File: src/rtl/ulpb_pkg.sv
package ulpb_pkg;

	localparam int ADDR_WIDTH = 8;
	localparam int DATA_WIDTH = 32;
	localparam int MSG_WIDTH = ADDR_WIDTH + DATA_WIDTH;
	localparam int FIFO_DEPTH = 4;
	localparam int FIFO_PTR_WIDTH = $clog2(FIFO_DEPTH);
	localparam int NODE_COUNT = 3;
	localparam int NODE_IDX_WIDTH = $clog2(NODE_COUNT);

	// start bit, message, ack slot
	localparam int FRAME_BITS = 1 + MSG_WIDTH + 1;
	localparam int SLOT_CYCLES = 48;
	localparam int SLOT_CNT_WIDTH = $clog2(SLOT_CYCLES);
	localparam int RX_CNT_WIDTH = $clog2(MSG_WIDTH);

	// slot count at which the ack slot comes back around the ring
	localparam int ACK_RETURN_CNT = FRAME_BITS + NODE_COUNT;

	// per-node address and match mask, index is the node id
	localparam logic [NODE_COUNT-1:0][ADDR_WIDTH-1:0] NODE_ADDR = {8'h30, 8'h20, 8'h10};
	localparam logic [NODE_COUNT-1:0][ADDR_WIDTH-1:0] NODE_MASK = {8'hf0, 8'hff, 8'hff};

	typedef struct packed {
		logic [ADDR_WIDTH-1:0] addr;
		logic [DATA_WIDTH-1:0] data;
	} ulpb_msg_t;

	typedef enum logic [1:0] {
		TX_WAIT,
		TX_SEND,
		TX_RETURN,
		TX_RESULT
	} tx_state_e;

	typedef enum logic [1:0] {
		RX_IDLE,
		RX_SHIFT,
		RX_ACK,
		RX_HOLD
	} rx_state_e;

endpackage

File: src/rtl/ulpb_tx_fifo.sv
`timescale 1ns/1ps

module ulpb_tx_fifo import ulpb_pkg::*;
(
	input logic CLK,
	input logic RESET,
	input logic lc_req_in,
	input ulpb_msg_t lc_msg_in,
	output logic lc_ack_out,
	input logic pop,
	output ulpb_msg_t head_msg,
	output logic empty
);

	// pointers carry one extra wrap bit to tell full from empty
	logic [FIFO_PTR_WIDTH:0] head;
	logic [FIFO_PTR_WIDTH:0] tail;
	ulpb_msg_t mem [FIFO_DEPTH];
	logic full;
	logic write;

	assign empty = (head == tail);
	assign full = (head[FIFO_PTR_WIDTH] != tail[FIFO_PTR_WIDTH]) &&
		(head[FIFO_PTR_WIDTH-1:0] == tail[FIFO_PTR_WIDTH-1:0]);

	// a new request is one seen high while ack is still low
	assign write = lc_req_in && !lc_ack_out && !full;

	assign head_msg = mem[head[FIFO_PTR_WIDTH-1:0]];

	always_ff @(posedge CLK)
	begin
		if (write)
			mem[tail[FIFO_PTR_WIDTH-1:0]] <= lc_msg_in;
	end

	always_ff @(posedge CLK or negedge RESET)
	begin
		if (!RESET)
		begin
			head <= '0;
			tail <= '0;
			lc_ack_out <= 1'b0;
		end
		else
		begin
			if (write)
			begin
				tail <= tail + 1'b1;
				lc_ack_out <= 1'b1;
			end
			else if (lc_ack_out && !lc_req_in)
				lc_ack_out <= 1'b0;
			if (pop)
				head <= head + 1'b1;
		end
	end

endmodule

File: src/rtl/ulpb_tx_engine.sv
`timescale 1ns/1ps

module ulpb_tx_engine import ulpb_pkg::*;
#(
	parameter int NODE_ID = 0
)
(
	input logic CLK,
	input logic RESET,
	input ulpb_msg_t head_msg,
	input logic empty,
	output logic pop,
	input logic din,
	output logic tx_bit,
	output logic own_slot,
	output logic tx_success,
	output logic tx_fail,
	input logic tx_ack
);

	tx_state_e state;
	logic [SLOT_CNT_WIDTH-1:0] slot_cnt;
	logic [NODE_IDX_WIDTH-1:0] slot_idx;
	logic [FRAME_BITS-1:0] tx_shift;
	logic slot_start;

	// every node runs the same counters from reset, so slots line up ring-wide
	always_ff @(posedge CLK or negedge RESET)
	begin
		if (!RESET)
		begin
			slot_cnt <= '0;
			slot_idx <= '0;
		end
		else if (slot_cnt == SLOT_CNT_WIDTH'(SLOT_CYCLES - 1))
		begin
			slot_cnt <= '0;
			if (slot_idx == NODE_IDX_WIDTH'(NODE_COUNT - 1))
				slot_idx <= '0;
			else
				slot_idx <= slot_idx + 1'b1;
		end
		else
			slot_cnt <= slot_cnt + 1'b1;
	end

	assign own_slot = (slot_idx == NODE_IDX_WIDTH'(NODE_ID));
	assign slot_start = own_slot && (slot_cnt == '0);

	// a held result keeps the FSM out of TX_WAIT, which blocks a new frame
	assign pop = (state == TX_WAIT) && slot_start && !empty;

	// idle ones outside a frame
	assign tx_bit = (state == TX_SEND) ? tx_shift[FRAME_BITS-1] : 1'b1;

	always_ff @(posedge CLK)
	begin
		if (pop)
			tx_shift <= {1'b0, head_msg, 1'b0};
		else if (state == TX_SEND)
			tx_shift <= {tx_shift[FRAME_BITS-2:0], 1'b1};
	end

	always_ff @(posedge CLK or negedge RESET)
	begin
		if (!RESET)
		begin
			state <= TX_WAIT;
			tx_success <= 1'b0;
			tx_fail <= 1'b0;
		end
		else
		begin
			case (state)
				TX_WAIT:
				begin
					if (pop)
						state <= TX_SEND;
				end
				TX_SEND:
				begin
					// the ack slot is on tx_bit at this count
					if (slot_cnt == SLOT_CNT_WIDTH'(FRAME_BITS))
						state <= TX_RETURN;
				end
				TX_RETURN:
				begin
					// data bits coming back are ignored, only the ack slot counts
					if (slot_cnt == SLOT_CNT_WIDTH'(ACK_RETURN_CNT))
					begin
						tx_success <= din;
						tx_fail <= !din;
						state <= TX_RESULT;
					end
				end
				TX_RESULT:
				begin
					if (tx_ack)
					begin
						tx_success <= 1'b0;
						tx_fail <= 1'b0;
						state <= TX_WAIT;
					end
				end
				default:
					state <= TX_WAIT;
			endcase
		end
	end

endmodule

File: src/rtl/ulpb_rx_engine.sv
`timescale 1ns/1ps

module ulpb_rx_engine import ulpb_pkg::*;
#(
	parameter logic [ADDR_WIDTH-1:0] ADDRESS = '0,
	parameter logic [ADDR_WIDTH-1:0] ADDRESS_MASK = '1
)
(
	input logic CLK,
	input logic RESET,
	input logic din,
	input logic listen,
	output logic ack_insert,
	output logic lc_req_out,
	output ulpb_msg_t lc_msg_out,
	input logic lc_ack_in
);

	rx_state_e state;
	logic [RX_CNT_WIDTH-1:0] bit_cnt;
	ulpb_msg_t rx_shift;
	logic buf_full;
	logic addr_hit;

	// only bits set in the mask take part in the compare
	assign addr_hit = ((rx_shift.addr ^ ADDRESS) & ADDRESS_MASK) == '0;

	// din carries the ack slot while in RX_ACK
	assign ack_insert = (state == RX_ACK) && listen && addr_hit && !buf_full;

	always_ff @(posedge CLK or negedge RESET)
	begin
		if (!RESET)
		begin
			state <= RX_IDLE;
			bit_cnt <= '0;
		end
		else if (!listen)
			state <= RX_IDLE;
		else
		begin
			case (state)
				RX_IDLE:
				begin
					if (!din)
					begin
						state <= RX_SHIFT;
						bit_cnt <= '0;
					end
				end
				RX_SHIFT:
				begin
					if (bit_cnt == RX_CNT_WIDTH'(MSG_WIDTH - 1))
						state <= RX_ACK;
					else
						bit_cnt <= bit_cnt + 1'b1;
				end
				RX_ACK:
					state <= RX_HOLD;
				// stay off the line until it is back at idle high
				RX_HOLD:
				begin
					if (din)
						state <= RX_IDLE;
				end
				default:
					state <= RX_IDLE;
			endcase
		end
	end

	always_ff @(posedge CLK)
	begin
		if (state == RX_SHIFT)
			rx_shift <= ulpb_msg_t'({rx_shift[MSG_WIDTH-2:0], din});
		if (ack_insert)
			lc_msg_out <= rx_shift;
	end

	// buffer is released only once both sides of the handshake are low
	always_ff @(posedge CLK or negedge RESET)
	begin
		if (!RESET)
		begin
			lc_req_out <= 1'b0;
			buf_full <= 1'b0;
		end
		else if (ack_insert)
		begin
			lc_req_out <= 1'b1;
			buf_full <= 1'b1;
		end
		else
		begin
			if (lc_req_out && lc_ack_in)
				lc_req_out <= 1'b0;
			if (buf_full && !lc_req_out && !lc_ack_in)
				buf_full <= 1'b0;
		end
	end

endmodule

File: src/rtl/ulpb_node.sv
`timescale 1ns/1ps

module ulpb_node import ulpb_pkg::*;
#(
	parameter int NODE_ID = 0,
	parameter logic [ADDR_WIDTH-1:0] ADDRESS = '0,
	parameter logic [ADDR_WIDTH-1:0] ADDRESS_MASK = '1
)
(
	input logic CLK,
	input logic RESET,
	input logic din,
	output logic dout,
	input logic lc_req_in,
	input ulpb_msg_t lc_msg_in,
	output logic lc_ack_out,
	output logic lc_req_out,
	output ulpb_msg_t lc_msg_out,
	input logic lc_ack_in,
	output logic tx_success,
	output logic tx_fail,
	input logic tx_ack
);

	ulpb_msg_t head_msg;
	logic empty;
	logic pop;
	logic tx_bit;
	logic own_slot;
	logic listen;
	logic ack_insert;

	assign listen = ~own_slot;

	// one register per hop, the ring idles high
	always_ff @(posedge CLK or negedge RESET)
	begin
		if (!RESET)
			dout <= 1'b1;
		else if (own_slot)
			dout <= tx_bit;
		else
			dout <= din | ack_insert;
	end

	ulpb_tx_fifo u_fifo (
		.CLK(CLK),
		.RESET(RESET),
		.lc_req_in(lc_req_in),
		.lc_msg_in(lc_msg_in),
		.lc_ack_out(lc_ack_out),
		.pop(pop),
		.head_msg(head_msg),
		.empty(empty)
	);

	ulpb_tx_engine #(.NODE_ID(NODE_ID)) u_tx (
		.CLK(CLK),
		.RESET(RESET),
		.head_msg(head_msg),
		.empty(empty),
		.pop(pop),
		.din(din),
		.tx_bit(tx_bit),
		.own_slot(own_slot),
		.tx_success(tx_success),
		.tx_fail(tx_fail),
		.tx_ack(tx_ack)
	);

	ulpb_rx_engine #(.ADDRESS(ADDRESS), .ADDRESS_MASK(ADDRESS_MASK)) u_rx (
		.CLK(CLK),
		.RESET(RESET),
		.din(din),
		.listen(listen),
		.ack_insert(ack_insert),
		.lc_req_out(lc_req_out),
		.lc_msg_out(lc_msg_out),
		.lc_ack_in(lc_ack_in)
	);

endmodule

File: src/rtl/ulpb_ring_top.sv
`timescale 1ns/1ps

module ulpb_ring_top import ulpb_pkg::*;
(
	input logic CLK,
	input logic RESET,
	input logic [NODE_COUNT-1:0] lc_req_in,
	input ulpb_msg_t [NODE_COUNT-1:0] lc_msg_in,
	output logic [NODE_COUNT-1:0] lc_ack_out,
	output logic [NODE_COUNT-1:0] lc_req_out,
	output ulpb_msg_t [NODE_COUNT-1:0] lc_msg_out,
	input logic [NODE_COUNT-1:0] lc_ack_in,
	output logic [NODE_COUNT-1:0] tx_success,
	output logic [NODE_COUNT-1:0] tx_fail,
	input logic [NODE_COUNT-1:0] tx_ack
);

	// ring[k] is the output of node k
	logic [NODE_COUNT-1:0] ring;

	genvar k;
	for (k = 0; k < NODE_COUNT; k++)
	begin : g_node
		ulpb_node #(
			.NODE_ID(k),
			.ADDRESS(NODE_ADDR[k]),
			.ADDRESS_MASK(NODE_MASK[k])
		) u_node (
			.CLK(CLK),
			.RESET(RESET),
			.din(ring[(k + NODE_COUNT - 1) % NODE_COUNT]),
			.dout(ring[k]),
			.lc_req_in(lc_req_in[k]),
			.lc_msg_in(lc_msg_in[k]),
			.lc_ack_out(lc_ack_out[k]),
			.lc_req_out(lc_req_out[k]),
			.lc_msg_out(lc_msg_out[k]),
			.lc_ack_in(lc_ack_in[k]),
			.tx_success(tx_success[k]),
			.tx_fail(tx_fail[k]),
			.tx_ack(tx_ack[k])
		);
	end

endmodule

File: config.mk
export PLATFORM = sky130hd
export DESIGN_NAME = ulpb_ring_top
export DESIGN_NICKNAME = d
export VERILOG_FILES = /design/src/rtl/ulpb_pkg.sv /design/src/rtl/ulpb_tx_fifo.sv /design/src/rtl/ulpb_tx_engine.sv /design/src/rtl/ulpb_rx_engine.sv /design/src/rtl/ulpb_node.sv /design/src/rtl/ulpb_ring_top.sv
export SDC_FILE = /design/constraint.sdc
export NUM_CORES = 1
export LEC_CHECK = 0
export ABC_CLOCK_PERIOD_IN_PS = 3400
export BUFFER_PORTS_ARGS = -buffer_cell sky130_fd_sc_hd__buf_2
export CAP_MARGIN = 25
export CORE_AREA = 5 5 263 265
export DETAILED_ROUTE_END_ITERATION = 8
export DIE_AREA = 0 0 268 270
export PLACE_DENSITY = 0.75
export SETUP_SLACK_MARGIN = 0.4
export SYNTH_ARGS = -nofsm -noshare
export SYNTH_HDL_FRONTEND = slang
export SYNTH_HIERARCHICAL = 1
export SYNTH_SLANG_ARGS = --single-unit
export TNS_END_PERCENT = 50
File: constraint.sdc
create_clock -name CLK -period 3.4 [get_ports CLK]
set_clock_uncertainty 0.2 [all_clocks]
set_input_delay 0.68 -clock CLK [delete_from_list [all_inputs] [get_ports CLK]]
set_output_delay 0.68 -clock CLK [all_outputs]
set_load 0.005 [all_outputs]
==> results_dict.tcl <==
set metrics [dict create \
    finalCriticalPeriod_ns 2.695 \
    async_reset_ff_frac 0.09615 \
    grt_max_degree 91 \
    power_density_mw_per_mm2 636.9 \
    yosys-top-cells-area "edfxtp_1 (71%), mux4_2 (7.6%), dfrtp_1 (6.1%)" \
    startpoint_type "register" \
    gr-total-overflow 0 \
    dr.first_iter.drc_count 1671 \
    drt_wl_total_mm 64.67 \
    nNetsFinal 2436 \
    cts_tree "built" \
    die-area_mm2 0.07236 \
    syn_area_per_cell_um2 18.39 \
    vias 17660 \
    ios 263 \
    cp_cell_sequence "xor2_1 > nor2_1 > nor4b_2 > and4_2 > buf_4 > o21ai_0" \
    grt_usage 0.1782 \
    required_ns 3.55 \
    critPathMaxStageDelay_ns 0.46 \
    post-route-drc-count 0 \
    synth_top_flop_cell "edfxtp_1" \
    cp_slowest_cell "xor2_1" \
    core-area_mm2 0.06656 \
    cts_setup_buffers 0 \
    drt_first_pass_iters 6 \
    preCtsSetupSlack_ns 0.6377 \
    clock_path_buffers 3 \
    rows 95 \
    finalSetupViolCount 0 \
    cts_buffers 90 \
    post-route-period-util 0.7926 \
    dieHeight_um 270 \
    setup_ws_ns 0.7050 \
    grt_pass1_vias 18280 \
    initial_utilization 0.5345 \
    crit_type "reg2reg" \
    path_buf_inv 1 \
    slew_headroom 0.4286 \
    pwr-share-comb 0.084 \
    grt_pass1_wl_mm 102.3 \
    switching_share 0.2244 \
    intPower_uw 20340 \
    max_freq_mhz 371.1 \
    synth.distinct_cells 62 \
    finalHoldViolCount 0 \
    die_w_um 268 \
    yosysTopAreaCellShare 0.7089 \
    clock_sinks 936 \
    placed_cell_area_mm2 0.03807 \
    crit_fanout 51 \
    max_slew.worst_pin.slew_ns 0.8571 \
    p_sw_uw 5885 \
    power_frac_clock 0.389 \
    ys_warn_count 6 \
    final_area_mm2 0.04118 \
    synth_top_area_cell "edfxtp_1" \
    synth_fp_nets 2123 \
    area_growth_pct 15.73 \
    rsz0062_at_grt "no" \
    seqPwrFrac 0.527 \
    cts.root.buffer_cell "clkbuf_16" \
    max_cap_viol_count 0 \
    peakVddDrop_mv 0.4483 \
    leakagePower_uw 0.01405 \
    cpLargestDelayFamily "simple AND/OR/NAND/NOR gates" \
    drtAntennaViolNets 0 \
    setup-tns-final_ns 0 \
    synth_edf_count 840 \
    syn_inst 1935 \
    worstSkewPairLatency_ns 0.62 \
    synth_seq_cells 936 \
    syn-cell-area_mm2 0.03558 \
    endpoint_kind "register" \
    via_per_inst 5.516 \
    drive_gt1_frac 0.2729 \
    place.gp.congestion 0.7669 \
    hold_class "in2reg" \
    htreeDepth 3 \
    arrival_ns 2.85 \
    wl_per_cell_um 20.20 \
    antenna_found_initial 11 \
    yosysSeqAreaShare 0.7757 \
    slew_viol_final 0 \
    hold_slack_ns 0.05500 \
    path_clk_slew_ns 0.06 \
    port_buffers 262 \
    hpwl_mm 39.10 \
    status "finished clean" \
]
[metal layers]
layer | wire, µm | global-route usage | vias up
li1 | - | - | 8104
met1 | 26470 | 0.2372 | 8998
met2 | 32950 | 0.3005 | 451
met3 | 4001 | 0.04118 | 97
met4 | 1182 | 0.04680 | 12
met5 | 66 | 0 | -
[cell usage after synthesis (all sizes together) (9+ instances only)]
master	number
nor2	34
nand3	11
nand2b	13
clkbuf	36
ha	57
buf	42
edfxtp	840
and2	14
inv	54
mux2i	16
mux2	20
xor2	11
o21ai	139
o311ai	9
nor2b	9
dfrtp	87
xnor2	13
nand2	291
mux4	120
[layout by cell type (no fill, tap or decap), types with 11 or more instances in the layout]
cell	instances
clkinv_2	19
inv_1	54
clkbuf_16	91
nand3_1	11
edfxtp_1	840
o21ai_0	135
ha_1	54
clkbuf_1	13
nand2_1	291
buf_2	261
nand2b_1	13
dfrtp_1	82
mux2_2	14
nor2_1	34
mux4_2	120
buf_4	27
bufinv_16	13
mux2i_1	16
clkinv_1	15
[power by group through the flow]
| stage | clock [µW] | sequential (µW) | combinational, µW |
|---|---|---|---|
| final | 10200 | 13800 | 2200 |
| after detailed placement | 0 | 14100 | 2230 |
| after global routing | 11000 | 13900 | 2440 |
| after global placement | 0 | 14000 | 2160 |
| after floorplan | 0 | 14000 | 1450 |
| after CTS | 10400 | 13800 | 2250 |
[flip-flops by register name, indices dropped and copies added (netlist names)]
register / count
g_node.u_node/u_rx/lc_msg_out: 120
g_node.u_node/u_tx/tx_fail: 3
g_node.u_node/u_rx/lc_req_out: 3
g_node.u_node/u_rx/rx_shift: 120
g_node.u_node/u_rx/bit_cnt: 18
g_node.u_node/u_fifo/head: 9
g_node.u_node/u_fifo/lc_ack_out: 3
g_node.u_node/u_tx/state: 6
g_node.u_node/u_fifo/mem: 480
g_node.u_node/u_rx/state: 6
g_node.u_node/u_tx/slot_cnt: 18
g_node.u_node/u_fifo/tail: 9
g_node.u_node/dout: 3
g_node.u_node/u_tx/tx_shift: 126
g_node.u_node/u_rx/buf_full: 3
g_node.u_node/u_tx/tx_success: 3
g_node.u_node/u_tx/slot_idx: 6
[kinds of logic after synthesis]
logic type | synth area share
buf+inv | 0.01660
xor+xnor | 0.007173
compound gates | 0.03956
mux | 0.08742
fa+ha+maj | 0.02004
flops | 0.7757
simple gates | 0.05352
[what timing repair did]
action                                  in CTS  in global routing
resized for setup                            0                  1
hold buffers                                 1                  0
hold endpoints to repair                    87                  0
endpoints found under the setup margin       0                  2
[through the flow]
stage / std cells / utilization / total power (µW)
final: 3202 / 0.6186 / 26220
after global routing: 3199 / 0.6185 / 27340
after CTS: 3196 / 0.6183 / 26520
after detailed placement: 3028 / 0.5720 / 16290
after global placement: 3028 / 0.5720 / 16150
after floorplan: 1935 / - / 15440
[final cells by class]
cell class | instances | area [µm²]
clock inverter | 62 | 733.2
fill | 4638 | 25390
inverter | 54 | 202.7
timing repair buffer | 299 | 1719
multi-input combinational | 867 | 7470
sequential | 936 | 27610
antenna | 6 | 15.01
clock buffer | 105 | 2340
tap | 873 | 1092
[final timing paths]
path | from | to | depth (start not counted) | slack (ns)
setup / recovery | g_node[0].u_node/u_fifo/tail[2]$_DFFE_PN0P_ | g_node[0].u_node/u_tx/tx_shift[3]$_DFFE_PP_ | 6 | 0.70
hold / removal | lc_ack_in[0] | g_node[0].u_node/u_rx/lc_req_out$_DFFE_PN0P_ | 2 | 0.05
setup reg to reg | g_node[0].u_node/u_fifo/tail[2]$_DFFE_PN0P_ | g_node[0].u_node/u_tx/tx_shift[3]$_DFFE_PP_ | 6 | 0.70
hold reg to reg | g_node[2].u_node/u_rx/rx_shift[3]$_DFFE_PP_ | g_node[2].u_node/u_rx/rx_shift[4]$_DFFE_PP_ | 0 | 0.24
max in group asynchronous | RESET | g_node[0].u_node/u_fifo/head[0]$_DFFE_PN0P_ | 3 | 2.06
min in group asynchronous | RESET | g_node[2].u_node/u_rx/buf_full$_DFFE_PN0P_ | 3 | 0.44
Note: power is estimated with default switching activity, not from simulation.
